### src/tconv_pkg.sv
package tconv_pkg;

    // ============================================================
    // Memory geometry
    // ============================================================
    localparam int WORD_W      = 8;
    localparam int ADDR_W      = 11;
    localparam int MEM_DEPTH   = 2048;
    localparam int LINE_WORDS  = 16;
    localparam int LINE_IDX_W  = $clog2(LINE_WORDS);

    // Ifmap lives below this address, weights from here up
    localparam int WEIGHT_BASE = 1024;

    // ============================================================
    // Layer configuration
    // ============================================================
    localparam int TILES_PER_BATCH = 4;
    localparam int PASS_W          = 8;
    localparam int TAG_W           = 6;

    // Row index width per layer, rows per tile is 2**bits
    localparam int ROW_BITS_L0 = 5;
    localparam int ROW_BITS_L1 = 6;
    localparam int ROW_BITS_L2 = 4;
    localparam int ROW_BITS_L3 = 3;

    // Sum of 16 products of two 8-bit words
    localparam int ACC_W = 20;

    // Scheduler FSM
    typedef enum logic [2:0] {
        IDLE, FETCH, WAIT_FETCH, COMPUTE, WAIT_COMPUTE, DONE
    } sched_state_t;

endpackage
### src/dot_product_unit.sv
`timescale 1ns/1ps

module dot_product_unit (
    input  logic                              clk,
    input  logic                              rst_n,
    input  logic                              start,
    input  logic [tconv_pkg::LINE_WORDS-1:0][tconv_pkg::WORD_W-1:0] line_a,
    input  logic [tconv_pkg::LINE_WORDS-1:0][tconv_pkg::WORD_W-1:0] line_b,
    output logic [tconv_pkg::ACC_W-1:0]       result,
    output logic                              done
);
    import tconv_pkg::*;

    logic                  running;
    logic [LINE_IDX_W-1:0] k;
    logic [2*WORD_W-1:0]   prod;
    logic [ACC_W-1:0]      acc;

    assign prod   = (2*WORD_W)'(line_a[k]) * (2*WORD_W)'(line_b[k]);
    assign result = acc;

    // ============================================================
    // Term counter, one product per cycle
    // ============================================================
    always_ff @(posedge clk or negedge rst_n) begin
        if (!rst_n) begin
            running <= 1'b0;
            k       <= '0;
            done    <= 1'b0;
        end else begin
            done <= running && (k == LINE_IDX_W'(LINE_WORDS - 1));
            if (start) begin
                running <= 1'b1;
                k       <= '0;
            end else if (running) begin
                k <= k + 1'b1;
                if (k == LINE_IDX_W'(LINE_WORDS - 1))
                    running <= 1'b0;
            end
        end
    end

    // Accumulator holds the sum until the next start
    always_ff @(posedge clk) begin
        if (start)
            acc <= '0;
        else if (running)
            acc <= acc + ACC_W'(prod);
    end

endmodule

### config.mk
export PLATFORM = sky130hd
export DESIGN_NAME = dot_product_unit
export DESIGN_NICKNAME = d
export VERILOG_FILES = /design/src/tconv_pkg.sv /design/src/dot_product_unit.sv
export SDC_FILE = /design/constraint.sdc
export NUM_CORES = 1
export LEC_CHECK = 0
export ABC_CLOCK_PERIOD_IN_PS = 7590
export BUFFER_PORTS_ARGS = -buffer_cell sky130_fd_sc_hd__clkbuf_2
export CAP_MARGIN = 20
export CORE_MARGIN = 4
export CORE_UTILIZATION = 50
export CTS_BUF_LIST = sky130_fd_sc_hd__clkbuf_8
export DETAILED_ROUTE_END_ITERATION = 10
export PLACE_DENSITY = 0.83
export SYNTH_ARGS = -nofsm -noshare
export SYNTH_HDL_FRONTEND = slang
export SYNTH_SLANG_ARGS = --single-unit
### constraint.sdc
create_clock -name clk -period 7.59 [get_ports clk]
set_input_delay 0.759 -clock clk [delete_from_list [all_inputs] [get_ports clk]]
set_output_delay 0.759 -clock clk [all_outputs]
set_load 0.05 [all_outputs]
* After elaboration in Yosys (flattened, before gate mapping)
Index checks and enable logic that the tools add are counted.
** Operators by class
- Order comparisons :: 1
- Reduce and logical (&&, ||, !) cells :: 2
- Mux-type cells :: 9
- Add/sub/neg operators :: 2
- Eq/ne operators :: 1
- $mul :: 1
** Operators with widths (count)
- $bmux W8 S4 :: 2
- $add A20 B16 Y20 :: 1
- $mul A8 B8 Y16 :: 1
- $mux W8 :: 2
- $mux W4 :: 2
- $lt A4 B5 Y1 const B :: 1
- $add A4 B1 Y4 const B :: 1
- $eq A4 B4 Y1 const B :: 1
- $mux W1 :: 3
- $reduce_bool A2 Y1 :: 1
- $logic_and A1 B1 Y1 :: 1
** Word-level totals
- Input port bits :: 259
- Word-level logic and storage cells :: 20
- Output and inout port bits :: 21
- Bits in registers :: 26

* Depth between registers and ports, before layout
- Depth in word-level cells :: 4
- Gate-level depth with buffers :: 22

* Least setup slack after synthesis
No wires, ideal clock.
- Path kind :: input to register
- From :: input line_a[61] (netlist bit)
- To :: register acc[11], in the netlist result[11]
- Required time :: 7.504 ns
- Cell stages on the path :: 18
- Setup slack :: 2.089 ns
- Path buffers :: 0
- Arrival :: 5.416 ns
- Setup time :: 0.086 ns
- Path through :: mux4_2 > mux2i_1 > o31ai_1 > fa_1 > inv_1 > fa_1 > inv_1 > fa_1 > inv_1 > fa_1 > inv_1 > ha_1 > o21ai_0 > o21bai_1 > a2111oi_0 > nor2_1 > xnor2_1 > a211oi_1
** On the way
- Word-level cells in the longest chain between the ends :: 4
** Ends and longest elaborated chain
- from (decl) :: line dot_product_unit.sv:7 : input logic [tconv_pkg::LINE_WORDS-1:0][tconv_pkg::WORD_W-1:0] line_a,
- $bmux W8 S4 :: line dot_product_unit.sv:19 : assign prod = (2*WORD_W)'(line_a[k]) * (2*WORD_W)'(line_b[k]);
- $mux W8 (implied by the code) :: line dot_product_unit.sv:19
- $mul A8 B8 Y16 :: line dot_product_unit.sv:19
- $add A20 B16 Y20 :: line dot_product_unit.sv:48 : acc <= acc + ACC_W'(prod);
- to (signal assigned) :: line dot_product_unit.sv:48
- to (decl) :: line dot_product_unit.sv:17 : logic [ACC_W-1:0] acc;
Every way passes these cells. The select of a mux whose other input is x is not followed.
A chain may end at the register's enable or synchronous reset.

* Final worst setup path
- From :: register k[0]
- To :: register acc[11], in the netlist result[11]
** On the way
- Word-level cells in the longest chain between the ends :: 4
- Elaborated cells between the ends (all ways) :: 6
** Ends and longest elaborated chain
- from (decl) :: line dot_product_unit.sv:15 : logic [LINE_IDX_W-1:0] k;
- from (signal assigned) :: line dot_product_unit.sv:36 : k <= k + 1'b1;
- $bmux W8 S4 :: line dot_product_unit.sv:19
- $mux W8 (implied by the code) :: line dot_product_unit.sv:19
- $mul A8 B8 Y16 (*) :: line dot_product_unit.sv:19
- $add A20 B16 Y20 (*) :: line dot_product_unit.sv:48
Every way passes the cells marked *; elsewhere a longest branch is shown, timed or not. The select of a mux whose other input is x is not followed.

==> run summary <==
Synthesized flop and latch total = 26
CTS Sinks = 26
Share of cells above drive strength 1 = 42.1%
Worst path max stage delay = 0.87 ns
Num CTS Buffers = 3
Half-perimeter wire length after detailed placement = 17.8 mm
Most frequently used flop master after synthesis = dfxtp_1
Ports placed on the boundary = 280
Final worst path period need = 6.50 ns
Mean cell area of the mapped netlist = 10.4 µm²
Synth-to-Final Area Change = 24.4%
Synth area leader = fa_1
Worst-case headroom to the max-slew limit = 28.0%
Final number of max-transition violations = 0
Ordered cell list for the critical path = mux4_2, mux2i_1, o31ai_1, fa_1, inv_1, fa_1, inv_1, fa_1, inv_1, fa_1, inv_1, ha_1, o21ai_0, o21bai_1, a2111oi_0, nor2_1, xnor2_1, a211oi_1
Worst EP arrival = 6.69 ns
Highest fanout seen on the critical path = 36
Transition time at the pin with the least slew margin = 1.05 ns
Worst-skew pair later-pin latency = 0.29 ns
Via count of the first global-routing pass = 6,163
Initial antenna violation count = 0
Dominant combinational cell family by area after synthesis = multiplexers
Complex-gate fraction of the synthesized area = 13.3%
Hold-fix buffer count after cts = 0
Die boundary height = 120 µm
Bufs and invs on worst path = 4
DRC = 0
Crit path launch type = flop
Power density over the cells = 450 nW/µm²
Average detailed-routed wire length per instance = 20.5 µm
Launching point of the worst reg2reg path = k[0]
XOR/XNOR Fraction of Synth Area = 1.95%
Post-synthesis simple-gate area fraction = 8.74%
Number of max-cap violations = 0
TritonCTS clock tree = yes
Synth top area share = 15.9%
GR Util All Layers = 28.3%
Number of core rows = 40
Maximum ir drop on the vdd rail = 0.504 mV
Count of final setup violators = 0
Setup repair bufs after CTS = 0
GP Congestion = 0.943
Die area = 14,500 µm²
Portion of netlist area occupied by mux cells = 33.6%
Highest Clock Rate = 154 MHz
Share of flip-flops with an asynchronous set or reset = 23.1%
Non-Filler Instances = 1,023
LEAKAGE = 3.81 nW
Residual overflow from global routing = 0
Number of library cell types mapped by synthesis = 52
Origin of the worst setup path = k[0]
Clock Tree Buf Depth = 2
Via density = 5.99
CTS clock-pin slew for the worst setup and hold paths = 0.12 ns
Number of I/O port buffers = 279
Post-cts sizing count = 0
Adder-cell area share of the yosys netlist = 24.2%
Final net count = 1,207
Category of the critical setup timing path = reg -> reg
Core region area = 12,200 µm²
Antenna diode count = 0
Number of nets in the synthesized netlist = 957
First-pass iteration count of the detailed router = 5
Result of the run = finished clean
Effective utilization at floorplan = 51.8%
Fraction of the cycle the final worst path needs = 85.6%
Seq/Total Area, Yosys = 8.74%
Synth Instances = 606
Cell count after placement = 1,018
Setup TNS = 0 ns
First-pass GRT wire length = 32.2 mm
H-Tree Depth = 1
Setup repair after global routing missed its margin = false
Largest cells by area after synthesis = fa_1, mux4_2, mux4_1
Clock tree root buffer cell = clkbuf_8
Syn Std Cell Area = 6300 µm²
Vias post-DR = 6,132
Antenna Violating Nets Remaining = 0
Number of synthesized flops with an enable pin = 0
Layout Skew = 0.0137 ns
CP delay by family, top = adder cells
Yosys synthesis warning count = 0
Die Width = 120 µm
Max stage delay cell, worst path = dfrtp_4
Required time of the worst setup path = 7.78 ns
Commonest cells post-synth = inv_1, fa_1, nand3_1
WL final = 21.0 mm
Final Hold Viols = 0
Path class of the lowest-slack min-delay path = in -> async
Detailed router's first-iteration violation count = 585
Largest net degree at the start of global routing = 131
Endpoint class of the critical path = flop
Most frequent cell after synthesis = inv_1
-- area by class of cell --
cell class	count	area, µm²
clock inverter	1	30.0
clock buffer	3	41.3
inverter	94	353
tap	168	210
timing repair buffer	285	1490
sequential	26	561
multi-input combinational	446	5150
fill	995	4330
-- sequential cells by signal (all words and copies together), names as in the netlist --
register / flops
done: 1
k: 4
result: 20
running: 1
-- final timing paths --
kind                                    to  slack (ns)  depth (start not counted)
worst max-delay path            result[11]        1.09                         18
worst min-delay path                  k[0]        0.29                          1
worst max register to register  result[11]        1.09                         18
worst min register to register  result[16]        0.50                          2
max in group asynchronous             k[3]        7.09                          1
min in group clk                result[16]        0.50                          2
-- worst register-to-register path: stages (launching register included) --
cell,delay (ns)
dfrtp_4,0.87
mux4_2,0.58
mux2i_1,0.78
o31ai_1,0.26
fa_1,0.59
inv_1,0.06
fa_1,0.54
inv_1,0.06
fa_1,0.47
inv_1,0.05
fa_1,0.48
inv_1,0.04
ha_1,0.31
o21ai_0,0.11
o21bai_1,0.15
a2111oi_0,0.57
nor2_1,0.13
xnor2_1,0.14
a211oi_1,0.22
-- cells in the final DEF (no fill, tap or decap), types with 13 or more instances in the layout --
master / instances
a31oi_1: 26
clkbuf_2: 279
dfxtp_1: 20
fa_1: 50
ha_1: 42
inv_1: 94
mux2_4: 15
mux4_1: 29
mux4_2: 35
nand2_1: 13
nand3_1: 47
nor2_1: 21
nor3_1: 25
o31ai_1: 44
-- through the flow --
| step | hold WS (ns) | cell area (µm²) | total power [mW] | worst slack (ns) | utilization, % |
|---|---|---|---|---|---|
| after floorplan | 0.463 | 6300 | 2.74 | 2.09 | - |
| after global placement | 0.495 | 7740 | 3.28 | 1.31 | 63.6 |
| after detailed placement | 0.504 | 7740 | 3.37 | 1.15 | 63.6 |
| after CTS | 0.298 | 7810 | 3.51 | 1.09 | 64.2 |
| after global routing | 0.299 | 7840 | 3.92 | 0.653 | 64.4 |
| final | 0.294 | 7840 | 3.52 | 1.09 | 64.4 |
-- power breakdown --
part	internal, mW	leakage (nW)	switching, mW
clock	0.0707	0.0357	0.0545
sequential	0.196	0.235	0.0585
combinational	1.33	3.54	1.82
total	1.59	3.81	1.93
-- per-layer routing --
layer	part of all wire, %	global-route usage [%]	wire [µm]	up-vias
met4	4.9	12.3	1030	0
li1	-	-	-	2799
met3	7.5	3.98	1570	62
met2	51	48.2	10700	339
met5	0	0	0	-
met1	36	36.0	7650	2932
-- cells by family after synthesis --
logic type               Yosys count
AND/OR/NAND/NOR                  115
XOR/XNOR                          14
AO/OA/AOI/OAI                    120
buffers and inverters            134
adder cells (fa/ha/maj)           92
multiplexers                     105
flip-flops                        26
Power figures use the tool's default switching activity.
