$ cat src/tconv_pkg.sv
package tconv_pkg;

    // ============================================================
    // Memory geometry
    // ============================================================
    localparam int WORD_W      = 8;
    localparam int ADDR_W      = 11;
    localparam int MEM_DEPTH   = 2048;
    localparam int LINE_WORDS  = 16;
    localparam int LINE_IDX_W  = $clog2(LINE_WORDS);

    // Ifmap lives below this address, weights from here up
    localparam int WEIGHT_BASE = 1024;

    // ============================================================
    // Layer configuration
    // ============================================================
    localparam int TILES_PER_BATCH = 4;
    localparam int PASS_W          = 8;
    localparam int TAG_W           = 6;

    // Row index width per layer, rows per tile is 2**bits
    localparam int ROW_BITS_L0 = 5;
    localparam int ROW_BITS_L1 = 6;
    localparam int ROW_BITS_L2 = 4;
    localparam int ROW_BITS_L3 = 3;

    // Sum of 16 products of two 8-bit words
    localparam int ACC_W = 20;

    // Scheduler FSM
    typedef enum logic [2:0] {
        IDLE, FETCH, WAIT_FETCH, COMPUTE, WAIT_COMPUTE, DONE
    } sched_state_t;

endpackage
$ cat src/line_fetch.sv
`timescale 1ns/1ps

module line_fetch (
    input  logic                              clk,
    input  logic                              rst_n,
    input  logic                              start,
    input  logic [tconv_pkg::ADDR_W-1:0]      base,
    output logic                              req,
    output logic [tconv_pkg::ADDR_W-1:0]      addr,
    input  logic                              gnt,
    input  logic                              rvalid,
    input  logic [tconv_pkg::WORD_W-1:0]      rdata,
    output logic                              done,
    output logic [tconv_pkg::LINE_WORDS-1:0][tconv_pkg::WORD_W-1:0] line
);
    import tconv_pkg::*;

    logic [ADDR_W-1:0]     base_q;
    logic [LINE_IDX_W:0]   issue_cnt;
    logic [LINE_IDX_W-1:0] rx_cnt;

    // Idle once all addresses of the line are out
    assign req  = (issue_cnt != (LINE_IDX_W + 1)'(LINE_WORDS));
    assign addr = base_q + ADDR_W'(issue_cnt[LINE_IDX_W-1:0]);

    always_ff @(posedge clk or negedge rst_n) begin
        if (!rst_n) begin
            issue_cnt <= (LINE_IDX_W + 1)'(LINE_WORDS);
            rx_cnt    <= '0;
            done      <= 1'b0;
        end else begin
            done <= rvalid && (rx_cnt == LINE_IDX_W'(LINE_WORDS - 1));
            if (start) begin
                issue_cnt <= '0;
                rx_cnt    <= '0;
            end else begin
                if (gnt)
                    issue_cnt <= issue_cnt + 1'b1;
                if (rvalid)
                    rx_cnt <= rx_cnt + 1'b1;
            end
        end
    end

    // Line buffer, filled in arrival order
    always_ff @(posedge clk) begin
        if (start)
            base_q <= base;
        if (rvalid)
            line[rx_cnt] <= rdata;
    end

endmodule

$ cat config.mk
export PLATFORM = sky130hd
export DESIGN_NAME = line_fetch
export DESIGN_NICKNAME = d
export VERILOG_FILES = /design/src/tconv_pkg.sv /design/src/line_fetch.sv
export SDC_FILE = /design/constraint.sdc
export NUM_CORES = 1
export LEC_CHECK = 0
export BUFFER_PORTS_ARGS = -buffer_cell sky130_fd_sc_hd__buf_2
export CAP_MARGIN = 20
export CORE_ASPECT_RATIO = 0.7
export CORE_MARGIN = 5
export CORE_UTILIZATION = 35
export CTS_CLUSTER_SIZE = 14
export DETAILED_ROUTE_END_ITERATION = 6
export PLACE_DENSITY = 0.64
export SYNTH_ARGS = -nofsm -noshare
export SYNTH_HDL_FRONTEND = slang
export SYNTH_SLANG_ARGS = --single-unit
$ cat constraint.sdc
create_clock -name clk -period 3.8 [get_ports clk]
set_clock_uncertainty 0.2 [all_clocks]
set_input_delay 0.57 -clock clk [delete_from_list [all_inputs] [get_ports clk]]
set_output_delay 0.57 -clock clk [all_outputs]
set_load 0.03 [all_outputs]
**Word-level counts from Yosys, hierarchy flattened**

Index checks and enable logic that the tools add are counted.

- Multiply operators: 0
- Reductions and logical operators: 4
- Order comparisons: 2
- Equal/unequal tests: 2
- $add $sub $neg: 3
- Div/mod/pow operators: 0
- Bitwise logic cells: 0
- Muxes and demuxes: 7
- Shift operators: 0

Operator list:

| kind | count |
|---|---|
| $bwmux W128 | 1 |
| $demux W8 S4 | 1 |
| $add A11 B4 Y11 | 1 |
| $mux W5 | 2 |
| $mux W4 | 2 |
| $mux W8 | 1 |
| $add A5 B1 Y5 const B | 1 |
| $lt A4 B5 Y1 const B | 1 |
| $ne A5 B5 Y1 const B | 1 |
| $add A4 B1 Y4 const B | 1 |
| $eq A4 B4 Y1 const B | 1 |
| $ge A4 B1 Y1 const B | 1 |
| $reduce_bool A2 Y1 | 2 |
| $logic_and A1 B1 Y1 | 2 |

- Word-level logic and storage cells: 38
- Memory bits (read-only): 0
- Memories: 0
- Output and inout bits: 141
- Memory bits (writable): 0
- Bits in latches: 0
- Register bits after elaboration: 149

**Longest topological paths before layout**

Gate-level depths: netlist of the first run.

- Word-level depth: 5
- Depth in mapped cells: 6
- Mapped depth without buffers: 6

**Worst setup path after synthesis of the first run**

No wires, ideal clock.

- Path kind: register to output
- From: register issue_cnt[0]
- To: output addr[10] (netlist name)
- Arrival: 2107 ps
- Required time: 3030 ps
- Setup slack: 923 ps
- Stages on the path, launching flop included: 7
- Buffers on the path: 0
- Path through: dfrtp_1 > ha_1 > inv_1 > fa_1 > nand2b_1 > a2111oi_2 > xor2_1

- Cells in the longest elaborated chain, start to end: 1

RTL lines:

| item | RTL line | source |
|---|---|---|
| start: declaration | line_fetch.sv:19 | `logic [LINE_IDX_W:0] issue_cnt;` |
| start signal: assignment | line_fetch.sv:28 | `issue_cnt <= (LINE_IDX_W + 1)'(LINE_WORDS);` |
| start signal: assignment | line_fetch.sv:38 | `issue_cnt <= issue_cnt + 1'b1;` |
| $add A11 B4 Y11 | line_fetch.sv:24 | `assign addr = base_q + ADDR_W'(issue_cnt[LINE_IDX_W-1:0]);` |
| end: declaration | line_fetch.sv:9 | `output logic [tconv_pkg::ADDR_W-1:0] addr,` |

No other way between the ends.

**Final worst setup path of the first run**

Ends and elaborated chain as after synthesis.

==> impl_metrics.py, run 1 <==
metrics = {
    "synth": {
        "synth_edf_count": 139,
        "synth_area_per_cell_um2": 20.2,
        "synth_cell_type_count": 34,
        "synth_cells": 256,
        "synthArstFlopShare": 0.0671,
        "yosys_register_bits": 149,
        "synthFlopType": "edfxtp_1",
        "synth_seq_area_share": 0.856,
        "syn_nets": 291,
        "synth_area_um2": 5170,
        "yosysWarnings": 0,
    },
    "placement": {
        "gp_congestion": 0.823,
        "port_buffers": 164,
        "dp.cells": 614,
        "dp_hpwl_um": 8190,
    },
    "timing": {
        "tightest_slew_ps": 440,
        "period_share": 0.887,
        "min_period_ps": 3370,
        "fmax_mhz": 297,
        "slew_headroom": 0.707,
        "hold_viol": 0,
        "rsz0062_at_grt": "no",
        "setup_viol": 0,
        "slew_viol_final": 0,
        "fin_setup_tns_ps": 0,
    },
    "clock_network": {
        "cts_tree": "done",
        "postCtsSetupBuffers": 0,
        "cts_resized": 0,
        "clkSinkCount": 149,
        "clk_latency_ps": 400,
        "cts.clk_slew.worst_paths_ps": 60,
        "cts_buffers": 17,
        "root_buffer": "clkbuf_16",
        "htree_levels": 4,
        "cts_buffer_depth": 2,
    },
    "detailed_routing": {
        "num_vias": 2917,
        "via_per_inst": 4.51,
        "antenna_left": 0,
        "routed_wl_um": 11800,
        "drt-pass1-iter-count": 4,
        "drt_iter0_markers": 205,
        "drc": 0,
        "wl_per_cell_um": 18.3,
    },
    "die": {
        "num_rows": 37,
        "coreArea_um2": 14600,
        "dieHeight_um": 112,
        "dieWidth_um": 155,
        "io_pins": 165,
        "dieArea_um2": 17300,
        "floorplan.initialDensity": 0.355,
    },
    "grt": {
        "grtUsageTotal": 0.139,
        "grt_pass1_wl_um": 18000,
        "grt.overflow.total": 0,
        "grt_pass1_vias": 3027,
        "grt_max_degree": 21,
        "antenna_found_initial": 0,
    },
    "job": {
        "max_cap_violations": 0,
    },
    "finish": {
        "area_delta_synth_final_pct": 32.2,
        "layout-drive-gt1-share": 0.458,
        "multi_input_area_um2": 693,
        "nets": 474,
        "regArea_um2": 4430,
        "final_cells": 647,
        "fillers": 1271,
        "diodes": 0,
    },
    "setup_path": {
        "r2r-start": "rx_cnt[2]",
        "worstSetupPathType": "reg -> out",
        "worstSetupStartpoint": "issue_cnt[0]",
        "endpoint_kind": "primary output",
        "arrival_ps": 2600,
        "worstPathRequired_ps": 3030,
        "crit_path_max_fanout": 5,
        "crit_path_start_kind": "flip-flop",
    },
    "power": {
        "powerDensity_nw_per_um2": 537,
        "leakage_nw": 2.67,
        "max-vdd-ir-drop_uv": 314,
    },
    "run_status": {
        "status": "completed",
    },
    "worst_hold_path": {
        "min-delay-start": "base[8]",
        "hold_class": "in -> reg",
    },
}
-- sequential cells by signal, summed over array words and instances, names as in the netlist --
signal and flops:
base_q 11, done 1, issue_cnt 5, line 128, rx_cnt 4
-- cell type report --
cell class              count  share of cell area
repair buffers            168               0.125
well taps                 195              0.0357
flip-flops and latches    149               0.647
multi-input cells          93               0.101
clock buffers              17              0.0622
clock inverters            15              0.0231
inverters                  10             0.00549
-- per-stage QoR --
step / utilization / hold slack (ps) / worst slack (ps) / power, mW / area [µm²]
global route: 0.469 / 105 / 260 / 3.84 / 6840
detailed placement: 0.428 / 247 / 851 / 2.09 / 6240
floorplan: - / 74.4 / 923 / 2.00 / 5170
global placement: 0.428 / 244 / 992 / 2.08 / 6240
CTS: 0.469 / 110 / 394 / 3.72 / 6840
finish: 0.469 / 135 / 429 / 3.67 / 6840
-- cells in the final DEF, fill, tap and decap left out, types with 4 or more instances in the layout --
cell type,instances
nor2_1,11
edfxtp_1,139
dfrtp_1,9
inv_1,10
inv_6,6
buf_2,164
o21ai_0,6
clkbuf_16,17
xnor2_1,5
nand4_1,4
xor2_1,8
and2_1,12
nand2_1,4
ha_1,10
-- Yosys cell counts, types with 2 or more instances --
| master | n | area share |
|---|---|---|
| nand4_1 | 4 | 0.0048 |
| o211ai_1 | 2 | 0.0029 |
| nand2b_1 | 2 | 0.0024 |
| and2_1 | 12 | 0.015 |
| clkbuf_1 | 4 | 0.0029 |
| edfxtp_1 | 139 | 0.81 |
| nand2_1 | 4 | 0.0029 |
| xnor2_1 | 5 | 0.0085 |
| nor3b_1 | 3 | 0.0044 |
| nor2_1 | 11 | 0.0080 |
| and3_1 | 3 | 0.0036 |
| dfrtp_1 | 9 | 0.044 |
| xor2_1 | 8 | 0.014 |
| a21oi_1 | 3 | 0.0029 |
| o21ai_0 | 6 | 0.0058 |
| and2b_2 | 2 | 0.0034 |
| inv_1 | 10 | 0.0073 |
| mux2i_1 | 2 | 0.0039 |
| a211oi_1 | 3 | 0.0044 |
| ha_1 | 10 | 0.024 |
-- what timing repair did --
item,4_1_cts,5_1_grt
endpoints found under the setup margin,0,0
hold buffers,1,0
hold endpoints to repair,9,0
-- kinds of logic after synthesis --
kind of cell	count (synthesis)	share of synthesized area
flops	149	0.856
simple gates	49	0.0552
compound gates	18	0.0249
buf+inv	14	0.0102
xor+xnor	13	0.0220
fa+ha+maj	11	0.0281
mux	2	0.00387
-- worst paths after layout --
path / endpoint / slack (ps) / depth (start not counted)
max: addr[10] / 430 / 7
min: base_q[8] / 140 / 1
max reg2reg: line[2] / 2010 / 2
min reg2reg: issue_cnt[4] / 380 / 2
max in group asynchronous: issue_cnt[4] / 2760 / 2
min in group asynchronous: done / 380 / 2
-- metal layers --
layer	routed length (µm)	track usage	vias to the layer above
li1	-	-	1338
met3	1030	0.0509	14
met1	4930	0.174	1442
met4	197	0.0560	0
met5	0	0	-
met2	5650	0.222	123
-- worst max-delay path: stages (launching register included) --
cell,delay [ps]
dfrtp_1,430
ha_1,230
inv_1,60
fa_1,430
nand2b_1,260
a2111oi_2,390
xor2_1,180
buf_2,210
-- power by group --
group          switching [mW]  total, mW  internal, mW  leakage, nW
Clock                   0.696       1.63         0.929        0.282
Sequential             0.0180       1.85          1.83         1.40
Combinational           0.146      0.203        0.0570        0.987
Total                   0.860       3.67          2.81         2.67
(Power assumes the default switching activity.)
==> run 2, diff against run 1 <==
--- a/config.mk
+++ b/config.mk
@@ -12,7 +12,7 @@
 export CORE_UTILIZATION = 35
 export CTS_CLUSTER_SIZE = 14
 export DETAILED_ROUTE_END_ITERATION = 6
-export PLACE_DENSITY = 0.64
+export PLACE_DENSITY = 0.71
 export SYNTH_ARGS = -nofsm -noshare
 export SYNTH_HDL_FRONTEND = slang
 export SYNTH_SLANG_ARGS = --single-unit
==> run 2 against run 1 <==
  * Clock power about the same
  * Via count grew 0.99%
  * Count of clock-buffer cells in the layout did not move
  * Core utilization unchanged
  * Routed wire length is essentially flat
  * First-iteration DRC count is 13% lower
  * Sequential share of layout area did not move
  * Non-clock buffer count is the same
  * Largest cell class unchanged
  * Hold slack better by 6.9 ps
  * Combinational power hardly changed
  * Sequential power barely moved
==> impl_metrics.py, run 2 (synthesized netlist as in run 1, its figures left out) <==
metrics = {
    "timing": {
        "setup_ws_ps": 457,
        "fmax_mhz": 299,
        "fin_setup_tns_ps": 0,
        "rsz0062_at_grt": "no",
        "slew_viol_final": 0,
        "slew_headroom": 0.694,
        "hold_viol": 0,
        "setup_viol": 0,
        "period_share": 0.880,
        "min_period_ps": 3340,
        "tightest_slew_ps": 459,
    },
    "detailed_routing": {
        "wl_met3_um": 921,
        "wl_met2_um": 5540,
        "wl_per_cell_um": 18.3,
        "routed_wl_um": 11800,
        "drt-pass1-iter-count": 4,
        "m1WireLength_um": 5160,
        "antenna_left": 0,
        "drt_iter0_markers": 178,
        "num_vias": 2946,
        "drc": 0,
        "via_per_inst": 4.55,
        "top_layer_used": "met4",
    },
    "placement": {
        "place_ws_ps": 897,
        "port_buffers": 164,
        "dp_hpwl_um": 8190,
        "gp_congestion": 0.842,
    },
    "setup_path": {
        "crit_cells": 7,
        "critPathCapture": "addr[10]",
        "crit_path_start_kind": "flip-flop",
        "crit_buf_inv": 2,
        "worst_path_max_delay_cell": "dfrtp_1",
        "cp_cell_sequence": "ha_1 > inv_1 > fa_1 > nand2b_1 > a2111oi_2 > xor2_1 > buf_2",
        "worstPathRequired_ps": 3030,
        "endpoint_kind": "primary output",
        "r2r_slack_ps": 2010,
        "timing.rr.end": "line[17]",
        "crit_path_max_fanout": 5,
        "arrival_ps": 2570,
        "rr_worst_depth": 2,
        "r2r-start": "rx_cnt[2]",
        "worstSetupStartpoint": "issue_cnt[0]",
        "path_delay_family": "adder cells",
        "critPathMaxStageDelay_ps": 440,
        "worstSetupPathType": "reg -> out",
    },
    "die": {
        "dieWidth_um": 155,
        "dieArea_um2": 17300,
        "dieHeight_um": 112,
        "coreArea_um2": 14600,
        "floorplan.initialDensity": 0.355,
        "io_pins": 165,
        "num_rows": 37,
    },
    "grt": {
        "grtUsageTotal": 0.134,
        "antenna_found_initial": 0,
        "grt_pass1_vias": 3006,
        "grt.overflow.total": 0,
        "grt_max_degree": 21,
        "grt_pass1_wl_um": 17300,
    },
    "finish": {
        "layout-drive-gt1-share": 0.458,
        "fillers": 1241,
        "area_delta_synth_final_pct": 32.2,
        "largest_register_ffs": 128,
        "top_register": "line",
        "multi_input_area_um2": 693,
        "nets": 474,
        "regArea_um2": 4430,
        "diodes": 0,
        "most-common-layout-cells": "164 x buf_2, 139 x edfxtp_1, 17 x clkbuf_16",
        "reg_top3": "line (128), base_q (11), issue_cnt (5)",
        "layout_commonest_cell": "buf_2",
    },
    "power": {
        "switching_share": 0.236,
        "power_mw": 3.68,
        "leakage_nw": 2.67,
        "pwr-share-clk": 0.443,
        "max-vdd-ir-drop_uv": 325,
        "power.share.sequential": 0.501,
        "p_switching_mw": 0.869,
        "intPower_mw": 2.82,
        "p_comb_frac": 0.056,
        "powerDensity_nw_per_um2": 539,
    },
    "clock_network": {
        "clk_latency_ps": 400,
        "htree_levels": 4,
        "postCtsSetupBuffers": 0,
        "cts_buffer_depth": 2,
        "cts.clk_slew.worst_paths_ps": 60,
        "clkSinkCount": 149,
        "root_buffer": "clkbuf_16",
        "cts_tree": "done",
        "cts_buffers": 17,
    },
    "run_status": {
        "status": "completed",
    },
    "worst_hold_path": {
        "hold_class": "in -> reg",
    },
    "job": {
        "max_cap_violations": 0,
    },
}
## run 2: cell count changes in the layout (fill, tap and decap cells not counted), sizes merged
cell,delta
clkinv,-1
inv,+1
## run 2: area by class of cell
type	count	area share
Sequential cell	149	0.647
Clock buffer	17	0.0622
Timing Repair Buffer	168	0.125
Clock inverter	15	0.0231
Multi-Input combinational cell	93	0.101
Inverter	10	0.00549
Tap cell	195	0.0357
## run 2: worst min-delay path by stage
| stage | start | end | slack, ps | cells past startpoint |
|---|---|---|---|---|
| finish | base[6] | base_q[6] | 140 | 1 |
| CTS | base[7] | base_q[7] | 120 | 1 |
| detailed placement | rst_n | done | 250 | 1 |
| global route | base[1] | base_q[1] | 120 | 1 |
| floorplan | rst_n | done | 70 | 0 |
| global placement | rst_n | done | 250 | 1 |
## run 2: per-stage QoR
step                utilization  cells  hold WS (ps)  cell area (µm²)
floorplan                     -    256          74.4             5170
global placement          0.428    614           250             6240
detailed placement        0.428    614           253             6240
CTS                       0.469    647           119             6840
global route              0.469    647           122             6840
finish                    0.469    647           142             6840
## run 2: power by group through the flow
stage	clock network, mW	registers (mW)	logic (mW)
3_5_place_dp	0	1.88	0.206
5_1_grt	1.76	1.85	0.221
4_1_cts	1.68	1.85	0.207
3_3_place_gp	0	1.88	0.202
6_report	1.63	1.85	0.205
2_1_floorplan	0	1.90	0.0908
## run 2: what timing repair did
action / in CTS / in global routing
setup endpoints to repair: 0 / 0
hold buffers: 1 / 0
resized for setup: 0 / 0
hold endpoints to repair: 9 / 0
## run 2: per-layer routing
layer  track usage  vias up
met5             0        -
met4        0.0571        0
met3        0.0420       13
met2         0.210      117
met1         0.174     1476
li1              -     1340
