===== src/tconv_pkg.sv =====
package tconv_pkg;

    // ============================================================
    // Memory geometry
    // ============================================================
    localparam int WORD_W      = 8;
    localparam int ADDR_W      = 11;
    localparam int MEM_DEPTH   = 2048;
    localparam int LINE_WORDS  = 16;
    localparam int LINE_IDX_W  = $clog2(LINE_WORDS);

    // Ifmap lives below this address, weights from here up
    localparam int WEIGHT_BASE = 1024;

    // ============================================================
    // Layer configuration
    // ============================================================
    localparam int TILES_PER_BATCH = 4;
    localparam int PASS_W          = 8;
    localparam int TAG_W           = 6;

    // Row index width per layer, rows per tile is 2**bits
    localparam int ROW_BITS_L0 = 5;
    localparam int ROW_BITS_L1 = 6;
    localparam int ROW_BITS_L2 = 4;
    localparam int ROW_BITS_L3 = 3;

    // Sum of 16 products of two 8-bit words
    localparam int ACC_W = 20;

    // Scheduler FSM
    typedef enum logic [2:0] {
        IDLE, FETCH, WAIT_FETCH, COMPUTE, WAIT_COMPUTE, DONE
    } sched_state_t;

endpackage

===== src/buffer_arbiter.sv =====
`timescale 1ns/1ps

module buffer_arbiter (
    input  logic                         clk,
    input  logic                         rst_n,
    input  logic                         load_en,
    input  logic [tconv_pkg::ADDR_W-1:0] load_addr,
    input  logic [tconv_pkg::WORD_W-1:0] load_data,
    input  logic                         req_a,
    input  logic [tconv_pkg::ADDR_W-1:0] addr_a,
    input  logic                         req_b,
    input  logic [tconv_pkg::ADDR_W-1:0] addr_b,
    output logic                         gnt_a,
    output logic                         gnt_b,
    output logic                         rvalid_a,
    output logic                         rvalid_b,
    output logic                         mem_we,
    output logic [tconv_pkg::ADDR_W-1:0] mem_addr,
    output logic [tconv_pkg::WORD_W-1:0] mem_wdata
);
    import tconv_pkg::*;

    logic              prio_b;
    logic [ADDR_W-1:0] fetch_addr;

    // Host load always wins, then round robin between fetchers
    assign gnt_a = !load_en && req_a && (!req_b || !prio_b);
    assign gnt_b = !load_en && req_b && (!req_a || prio_b);

    assign fetch_addr = gnt_b ? addr_b : addr_a;
    assign mem_we     = load_en;
    assign mem_addr   = load_en ? load_addr : fetch_addr;
    assign mem_wdata  = load_data;

    // Read data lands one cycle after the grant
    always_ff @(posedge clk or negedge rst_n) begin
        if (!rst_n) begin
            prio_b   <= 1'b0;
            rvalid_a <= 1'b0;
            rvalid_b <= 1'b0;
        end else begin
            rvalid_a <= gnt_a;
            rvalid_b <= gnt_b;
            if (gnt_a)
                prio_b <= 1'b1;
            else if (gnt_b)
                prio_b <= 1'b0;
        end
    end

endmodule


===== config.mk =====
export PLATFORM = sky130hd
export DESIGN_NAME = buffer_arbiter
export DESIGN_NICKNAME = d
export VERILOG_FILES = /design/src/tconv_pkg.sv /design/src/buffer_arbiter.sv
export SDC_FILE = /design/constraint.sdc
export NUM_CORES = 1
export LEC_CHECK = 0
export BUFFER_PORTS_ARGS = -buffer_cell sky130_fd_sc_hd__buf_2
export CAP_MARGIN = 10
export CORE_UTILIZATION = 29
export CTS_BUF_LIST = sky130_fd_sc_hd__clkbuf_8
export DETAILED_ROUTE_END_ITERATION = 8
export PLACE_DENSITY_LB_ADDON = 0.08
export SLEW_MARGIN = 20
export SYNTH_ARGS = -nofsm -noshare
export SYNTH_HDL_FRONTEND = slang
export SYNTH_SLANG_ARGS = --single-unit

===== constraint.sdc =====
create_clock -name clk -period 3.85 [get_ports clk]
set_clock_uncertainty 0.2 [all_clocks]
set_input_delay 0.1925 -clock clk [delete_from_list [all_inputs] [get_ports clk]]
set_output_delay 0.1925 -clock clk [all_outputs]
set_load 0.02 [all_outputs]

# Yosys cells after proc, flatten, opt, wreduce, memory -nomap -nowiden
# Cells that the tools add are included.
dict set report word_totals {
  reg_bits 3
  input_bits 46
  output_inout_bits 24
}
dict set report op_classes {
  n_mux 4
  reduce_logical 11
}
# operator count
set op_table {}
lappend op_table {{$mux 11} 2}
lappend op_table {{$logic_and 1x1->1} 4}
lappend op_table {{$logic_not 1->1} 4}
lappend op_table {{$logic_or 1x1->1} 2}
lappend op_table {{$mux 1} 2}
lappend op_table {{$reduce_bool 2->1} 1}

# Depth between registers and ports, before layout
# Gate-level depths: netlist of the first run.
dict set report depth {
  depth_word 5
  depth_mapped 4
  depth_no_buf 3
}

# Worst setup path after synthesis of the first run
# Ideal clock, no wire load.
dict set report synth_timing {
  kind {register to output}
  startpoint {register prio_b}
  endpoint {output mem_addr[1] in the netlist's numbering}
  arrival_time_ns 1.150
  required_ns 3.457
  slack_ns 2.308
  stages_incl_launch_ff 5
  n_path_buf 1
  path_cell_list {dfrtp_1 > nor2b_2 > nor3_2 > buf_6 > a221o_1}
}
dict set report synth_via {
  elab_chain_cells 4
}
# element line_no
set synth_rtl {}
lappend synth_rtl {{start, declared} buffer_arbiter.sv:23} ;# logic prio_b;
lappend synth_rtl {{start signal, assigned} buffer_arbiter.sv:38} ;# prio_b <= 1'b0;
lappend synth_rtl {{start signal, assigned} buffer_arbiter.sv:45} ;# prio_b <= 1'b1;
lappend synth_rtl {{start signal, assigned} buffer_arbiter.sv:47} ;# prio_b <= 1'b0;
lappend synth_rtl {{$logic_or 1x1->1} buffer_arbiter.sv:28} ;# assign gnt_b = !load_en && req_b && (!req_a || prio_b);
lappend synth_rtl {{$logic_and 1x1->1} buffer_arbiter.sv:28}
lappend synth_rtl {{net gnt_b} buffer_arbiter.sv:14} ;# output logic gnt_b,
lappend synth_rtl {{$mux 11} buffer_arbiter.sv:30} ;# assign fetch_addr = gnt_b ? addr_b : addr_a;
lappend synth_rtl {{$mux 11} buffer_arbiter.sv:32} ;# assign mem_addr = load_en ? load_addr : fetch_addr;
lappend synth_rtl {{end, declared} buffer_arbiter.sv:18} ;# output logic [tconv_pkg::ADDR_W-1:0] mem_addr,
# The timed path passes the listed nets, and every way through them passes these cells.

# Final worst setup path of the first run
dict set report layout_timing {
  startpoint {input req_b}
  endpoint {output mem_addr[1] in the netlist's numbering}
}
dict set report layout_via {
  elab_chain_cells 4
}
# element line_no
set layout_rtl {}
lappend layout_rtl {{start, declared} buffer_arbiter.sv:11} ;# input logic req_b,
lappend layout_rtl {{$logic_and 1x1->1 (2 in series)} buffer_arbiter.sv:28}
lappend layout_rtl {{$mux 11} buffer_arbiter.sv:30}
lappend layout_rtl {{$mux 11} buffer_arbiter.sv:32}
# Every way passes these cells.

==> out/qor.yml, run 1 <==
routing:
  drcViolationCount: 0
  vias_per_cell: 4.79
  detail_route.wl_per_cell_um: 12.0
  vias: 513
  dr.pass1.iters: 4
  routed_wl_mm: 1.29
  drtIter0Drc: 9
  drtAntennaViolNets: 0
status:
  status: "finished clean"
critical_path:
  path_class: "in -> out"
  crit_path_start_kind: "input pin"
  worst_setup_path_end_kind: "primary output"
  ff2ff_path_depth: 2
  reg2reg_slack_ps: 2470
  crit_chain: "dlygate4sd3_1 -> buf_2 -> inv_1 -> nor3_2 -> a221o_1 -> buf_2"
  required_ps: 3460
  max_stage_delay_ps: 590
  critPathTopFamily: "buffers and inverters"
  crit_fanout: 13
  arrival_ps: 1900
  path_buf_inv: 4
  worstReg2RegStart: "prio_b$_DFFE_PN0P_"
  worstSetupStartpoint: "req_b"
  critical_path.reg2reg.endpoint: "rvalid_b$_DFF_PN0_"
  cpMostUsedCell: "buf_2"
  crit_slowest_cell: "nor3_2"
global_route:
  grt_overflow: 0
  grt_pass1_vias: 420
  grt_first_pass_wirelength_mm: 1.69
  antenna_found_initial: 0
  grt_max_degree: 17
  grt_usage_pct: 16.3
synthesis:
  avgSynthCellArea_um2: 8.98
  syn_area_um2: 404
  synth_seq_area_share_pct: 18.6
  ys_warn_count: 0
  syn_nets: 91
  yosys_register_bits: 3
  syn_inst: 45
  synth_cell_types: 14
place:
  port_buffers: 53
  placed_cells: 101
  gp_congestion: 0.650
floorplan:
  start_util_pct: 31.1
  core-area_um2: 1300
  rows: 13
  ios: 70
  dieWidth_um: 39.3
  die_h_um: 39.3
  design.die.area_um2: 1550
cts:
  cts_tree: "done"
  root_buffer: "clkbuf_8"
  cts_inserted_buffers: 3
  post_cts_buffers: 0
  clk_pin_slew_worst_paths_ps: 30
  cts_buffer_depth: 2
  clk_latency_ps: 210
  clock_sinks: 3
  htree_num_levels: 1
  postCtsHoldBufs: 2
  cts_resized: 0
layout:
  nets: 139
  area_growth_pct: 63.2
  layout.cells.non_filler: 107
  utilization_pct: 50.7
  drive_above_1_share_pct: 64.1
  antennaDiodeCount: 0
sta:
  tns_ps: 0
  period_minus_slack_ps: 2290
  rsz0062_at_grt: "false"
  setup_violations: 0
  maxSlewViolCount: 0
  hold_viol: 0
  worst_pin_slew_ps: 718
  post-route-period-util_pct: 59.4
  worst_hold_slack_ps: 102
  fmax_mhz: 437
  slew_headroom_pct: 51.9
power:
  power_w: 0.000208
  leakagePower_nw: 0.381
  irDropWorstVdd_mv: 0.112
  powerDensity_nw_per_um2: 315
min_path:
  hold_class: "in -> async"
run:
  cap_violations: 0
-- state kept, by name, summed over array words and instances, names as in the netlist --
| name | flops |
|---|---|
| prio_b | 1 |
| rvalid_a | 1 |
| rvalid_b | 1 |
-- synth_stat cells --
cell type   n  area, µm²
a21oi_1     1       5.00
a221o_1    10        100
a221o_2     1       11.3
and2_1     11       68.8
buf_4       9       67.6
buf_6       2       22.5
clkbuf_1    1       3.75
dfrtp_1     3       75.1
inv_1       1       3.75
nor2b_2     1       8.76
nor3_2      1       10.0
o21ai_0     2       10.0
o21ba_1     1       10.0
or2b_1      1       7.51
-- stage by stage --
step | area [µm²] | setup slack (ps)
6_report | 659 | 1560
5_1_grt | 659 | 1400
4_1_cts | 659 | 1520
3_5_place_dp | 594 | 2000
3_3_place_gp | 594 | 1990
2_1_floorplan | 404 | 2310
-- worst max-delay path by stage --
stage | to | slack, ps | depth (start not counted)
after floorplan | mem_addr[1] | 2310 | 4
after global placement | mem_addr[3] | 1990 | 4
after detailed placement | mem_addr[10] | 2000 | 4
after CTS | mem_addr[3] | 1520 | 6
after global routing | mem_addr[2] | 1400 | 6
final | mem_addr[1] | 1560 | 6
-- layout make-up --
cell class                 instances  area (µm²)
clock buffer                       3        41.3
clock inverter                     1        3.75
fill                             129         642
inverter                           1        3.75
multi-input combinational         29         231
sequential                         3        75.1
tap                               15        18.8
timing repair buffer              55         285
-- power breakdown --
| group | internal [W] | leakage (nW) | total, W | switching [W] |
|---|---|---|---|---|
| Combinational | 0.0000398 | 0.315 | 0.0000832 | 0.0000434 |
| Sequential | 0.0000352 | 0.0385 | 0.0000378 | 0.00000254 |
| Clock | 0.0000677 | 0.0269 | 0.0000870 | 0.0000193 |
-- layout by cell type, fill, tap and decap left out --
cell	count
a21oi_1	1
a221o_1	10
a221o_2	1
and2_1	11
buf_2	53
clkbuf_8	3
dfrtp_1	3
dlygate4sd3_1	2
inv_1	2
nor2b_2	1
nor3_2	1
o21ai_0	2
o21ba_1	1
or2b_1	1
-- metal layers --
layer  GRT usage, %  part of all wire, %  vias to the layer above
li1               -                    -                      256
met1           19.7                   38                      226
met2           22.5                   48                       21
met3          0.568                  6.8                       10
met4           21.6                  7.1                        0
met5              0                    0                        -
-- logic make-up (layout without fill, tap and decap cells) --
kind of cell,Yosys count,in the layout,share of synthesized area [%]
buf+inv,13,60,24.1
compound gates,15,15,33.7
simple gates,14,14,23.5
flops,3,3,18.6
-- worst reg2reg max path: cells and delay by family (launching register included) --
kind	cells	cell delay, ps
simple gates	2	620
flops	1	380
(Power assumes the default switching activity.)
==> run 2, diff against run 1 <==
Settings changed: ABC_AREA set to 1, CORE_UTILIZATION 29 to 30.
Clock period 3.85 ns to 1.85 ns, I/O delays scaled along.
==> out/qor.yml, run 2 <==
floorplan:
  start_util_pct: 32.4
  dieWidth_um: 45.7
  design.die.area_um2: 2080
  rows: 15
  core-area_um2: 1760
  die_h_um: 45.7
  ios: 70
routing:
  vias: 730
  drtIter0Drc: 4
  routed_wl_mm: 1.61
  dr.pass1.iters: 4
  vias_per_cell: 4.20
  detail_route.wl_per_cell_um: 9.26
  drtAntennaViolNets: 0
  drcViolationCount: 0
layout:
  layout.cells.non_filler: 174
  top_regs: "prio_b (1), rvalid_a (1), rvalid_b (1)"
  antennaDiodeCount: 0
  drive_above_1_share_pct: 43.0
  final_cell_mix: "buf_2 (53), nand2_1 (30), nand3_1 (18)"
  layout_commonest_cell: "buf_2"
  area_growth_pct: 59.5
  nets: 196
critical_path:
  worst_setup_path_end_kind: "primary output"
  required_ps: 1560
  crit_cells: 7
  crit_end: "mem_addr[10]"
  worstSetupStartpoint: "req_a"
  max_stage_delay_ps: 530
  arrival_ps: 1370
  reg2reg_slack_ps: 420
  crit_chain: "dlygate4sd3_1 -> buf_2 -> nand2_4 -> nand2_4 -> nand3_1 -> nand2_1 -> buf_2"
  crit_path_start_kind: "input pin"
  ff2ff_path_depth: 4
  path_buf_inv: 3
  crit_slowest_cell: "dlygate4sd3_1"
  worstReg2RegStart: "prio_b$_DFFE_PN0P_"
  path_class: "in -> out"
  critPathTopFamily: "buffers and inverters"
  crit_fanout: 12
  critical_path.reg2reg.endpoint: "rvalid_a$_DFF_PN0_"
sta:
  rsz0062_at_grt: "false"
  period_minus_slack_ps: 1660
  setup_violations: 0
  tns_ps: 0
  post-route-period-util_pct: 89.9
  worst_hold_slack_ps: 28.5
  fin_ws_ps: 186
  worst_pin_slew_ps: 373
  maxSlewViolCount: 0
  fmax_mhz: 601
  hold_viol: 0
  slew_headroom_pct: 75.2
synthesis:
  ys_top_cells_by_count: "nand2_1 (30), nand3_1 (18), inv_1 (16), buf_4 (9), nand3_2 (5)"
  yosysTopAreaCell: "nand2_1"
  syn_nets: 140
  yosysMostFrequentCell: "nand2_1"
  avgSynthCellArea_um2: 6.08
  synthArstFlopShare_pct: 100
  synth_seq_area_share_pct: 13.1
  ys_warn_count: 0
  syn_area_um2: 572
  synth_edf_count: 0
  yosys_register_bits: 3
  ys.flop_type: "dfrtp_1"
  yosys.area.top_type_share_pct: 19.7
  synth_area_leaders: "nand2_1 (20%), nand3_1 (16%), dfrtp_1 (13%)"
  synth_cell_types: 14
  syn_inst: 94
place:
  dp_slack_ps: 379
  placed_cells: 158
  gp_congestion: 0.681
  place_hpwl_mm: 1.18
  port_buffers: 53
min_path:
  hold_class: "in -> reg"
cts:
  clk_latency_ps: 220
  cts_inserted_buffers: 3
  clk_pin_slew_worst_paths_ps: 40
  root_buffer: "clkbuf_8"
  htree_num_levels: 1
  cts_tree: "done"
  cts_buffer_depth: 2
  clock_sinks: 3
power:
  leakagePower_nw: 0.587
  irDropWorstVdd_mv: 0.317
  powerDensity_nw_per_um2: 543
  power_w: 0.000495
global_route:
  antenna_found_initial: 0
  grt_overflow: 0
  grt_first_pass_wirelength_mm: 2.52
  grt_usage_pct: 16.7
  grt_pass1_vias: 625
  grt_max_degree: 19
status:
  status: "finished clean"
run:
  cap_violations: 0
-- run 2: cell count changes in the layout (fill, tap and decap cells not counted), sizes merged, moves of 5 or more --
cell and change:
nand2 +32, nand3 +23, inv +15, a221o -11, and2 -11, dlygate4sd3 +10, nor2 +5
-- run 2: layout make-up --
class,instances,area (µm²)
fill,198,852
tap,25,31.3
multi-input combinational,61,315
sequential,3,75.1
clock buffer,3,41.3
timing repair buffer,65,385
inverter,16,60.1
clock inverter,1,3.75
-- run 2: layer usage --
layer,track usage [%],vias to the layer above,wire length [µm]
met4,7.27,0,30
met2,30.6,46,799
met1,18.2,292,649
met3,3.57,5,131
met5,0,-,0
li1,-,387,-
-- run 2: metrics by stage --
step	util (%)	cell area, µm²
2_1_floorplan	-	572
3_3_place_gp	42.1	742
5_1_grt	51.7	912
3_5_place_dp	42.1	742
6_report	51.7	912
4_1_cts	51.4	907
-- run 2: worst min-delay path, stage by stage --
cell and delay (ps):
buf_2 90, nand2_1 50, nand3_1 80, o21ai_0 80
-- run 2: power breakdown --
part	total, W	switching (W)	internal (W)
registers	0.0000749	0.00000280	0.0000721
logic	0.000230	0.000137	0.0000933
clock network	0.000191	0.0000489	0.000142
-- run 2: kinds of logic (layout without fill, tap and decap cells) --
group	count (synthesis)	count (layout)	share of synthesized area, %
flops	3	3	13.1
simple gates	60	60	53.4
buf+inv	30	85	32.6
compound gates	1	1	0.874
-- run 2: worst min-delay path by stage --
stage | from | endpoint | slack (ps) | cells after the start
floorplan | rst_n | prio_b$_DFFE_PN0P_ | -400 | 0
global placement | rst_n | rvalid_b$_DFF_PN0_ | -310 | 1
detailed placement | rst_n | rvalid_a$_DFF_PN0_ | -310 | 1
CTS | req_b | prio_b$_DFFE_PN0P_ | 20 | 4
global route | req_b | prio_b$_DFFE_PN0P_ | 70 | 4
finish | req_b | prio_b$_DFFE_PN0P_ | 30 | 4
-- run 2: timing repair --
item	4_1_cts	5_1_grt
buffers inserted	0	0
endpoints found under the setup margin	0	10
hold endpoints to repair	13	0
gates resized for setup	0	1
hold buffers	12	0
==> run 3, diff against run 2 <==
Settings changed: RECOVER_POWER set to 50.
==> out/qor.yml, run 3 (synthesized netlist as in run 2, its figures left out) <==
critical_path:
  critical_path.reg2reg.endpoint: "rvalid_a$_DFF_PN0_"
  crit_path_start_kind: "input pin"
  worst_setup_path_end_kind: "primary output"
  required_ps: 1560
  reg2reg_slack_ps: 420
  ff2ff_path_depth: 4
  arrival_ps: 1370
  path_class: "in -> out"
  crit_fanout: 12
  worstReg2RegStart: "prio_b$_DFFE_PN0P_"
min_path:
  hold_class: "in -> reg"
  hold_path_end: "prio_b$_DFFE_PN0P_"
  hold_depth: 4
  hold_start: "req_b"
global_route:
  grt_pass1_vias: 625
  grt_first_pass_wirelength_mm: 2.52
  grt_usage_pct: 16.7
  antenna_found_initial: 0
  grt_max_degree: 19
  grt_overflow: 0
cts:
  clk_latency_ps: 220
  clock_sinks: 3
  htree_num_levels: 1
  cts_tree: "done"
  root_buffer: "clkbuf_8"
  cts_inserted_buffers: 3
  clk_pin_slew_worst_paths_ps: 40
  cts_buffer_depth: 2
layout:
  final_cell_mix: "buf_2 (51), nand2_1 (30), nand3_1 (18)"
  drive_above_1_share_pct: 41.6
  nets: 196
  area_growth_pct: 59.1
  antennaDiodeCount: 0
  top_regs: "prio_b (1), rvalid_a (1), rvalid_b (1)"
  layout_commonest_cell: "buf_2"
  design_area_um2: 910
place:
  place_hpwl_mm: 1.18
  gp_congestion: 0.681
  port_buffers: 53
  post_dp_cell_area_um2: 742
floorplan:
  ios: 70
  core-area_um2: 1760
  dieWidth_um: 45.7
  design.die.area_um2: 2080
  rows: 15
  start_util_pct: 32.4
  die_h_um: 45.7
routing:
  detail_route.wl_per_cell_um: 9.26
  drtAntennaViolNets: 0
  top_signal_layer_used: "met4"
  met1_length_um: 647
  dr_wl_met3_um: 135
  met2_wirelength_um: 798
  routed_wl_mm: 1.61
  drtIter0Drc: 4
  drcViolationCount: 0
  vias: 730
  dr.pass1.iters: 4
  vias_per_cell: 4.20
sta:
  rsz0062_at_grt: "false"
  post-route-period-util_pct: 89.9
  worst_pin_slew_ps: 373
  setup_violations: 0
  period_minus_slack_ps: 1660
  tns_ps: 0
  slew_headroom_pct: 75.2
  maxSlewViolCount: 0
  hold_viol: 0
  fmax_mhz: 601
  worst_hold_slack_ps: 28.4
power:
  irDropWorstVdd_mv: 0.317
  leakagePower_nw: 0.579
  powerDensity_nw_per_um2: 544
run:
  cap_violations: 0
status:
  status: "finished clean"
-- run 3: power breakdown --
group	total (W)	internal [W]	leakage (nW)	switching (W)
Sequential	0.0000750	0.0000721	0.0381	0.00000288
Clock	0.000191	0.000142	0.0269	0.0000490
Combinational	0.000229	0.0000925	0.514	0.000137
Total	0.000495	0.000306	0.579	0.000188
-- run 3: per-layer routing --
metal / global-route usage (%) / up-vias
met5: 0 / -
met4: 7.27 / 0
met3: 3.57 / 5
met2: 30.6 / 46
met1: 18.2 / 292
li1: - / 387
-- run 3: critical path, stage by stage --
cell,delay (ps)
dlygate4sd3_1,530
buf_2,140
nand2_4,160
nand2_4,130
nand3_1,90
nand2_1,60
buf_2,150
-- run 3: repair_timing --
| action | in CTS | in global routing |
|---|---|---|
| hold endpoints to repair | 13 | 0 |
| setup endpoints to repair | 0 | 10 |
| setup buffers | 0 | 0 |
| hold buffers | 12 | 0 |
| gates resized for setup | 0 | 1 |
-- run 3: stage by stage --
step | utilization, % | total power (W) | cells | setup WS [ps]
after global routing | 51.6 | 0.000529 | 174 | 87.2
after global placement | 42.1 | 0.000269 | 158 | 412
after CTS | 51.4 | 0.000502 | 174 | 68.5
after floorplan | - | 0.000232 | 94 | 633
after detailed placement | 42.1 | 0.000271 | 158 | 379
final | 51.6 | 0.000495 | 174 | 186
-- run 3: layout make-up --
cell class	count	area, µm²
flip-flops and latches	3	75.1
multi-input cells	61	315
fillers	200	855
well taps	25	31.3
inverters	16	60.1
clock buffers	3	41.3
clock inverters	1	3.75
repair buffers	65	383
-- run 3: worst max path at each step --
stage / startpoint / end / slack [ps] / depth (start not counted)
after floorplan: prio_b$_DFFE_PN0P_ / mem_addr[0] / 630 / 7
after global placement: prio_b$_DFFE_PN0P_ / mem_addr[10] / 410 / 6
after detailed placement: prio_b$_DFFE_PN0P_ / mem_addr[5] / 380 / 6
after CTS: req_a / mem_addr[5] / 70 / 7
after global routing: req_a / mem_addr[8] / 90 / 7
final: req_a / mem_addr[10] / 190 / 7
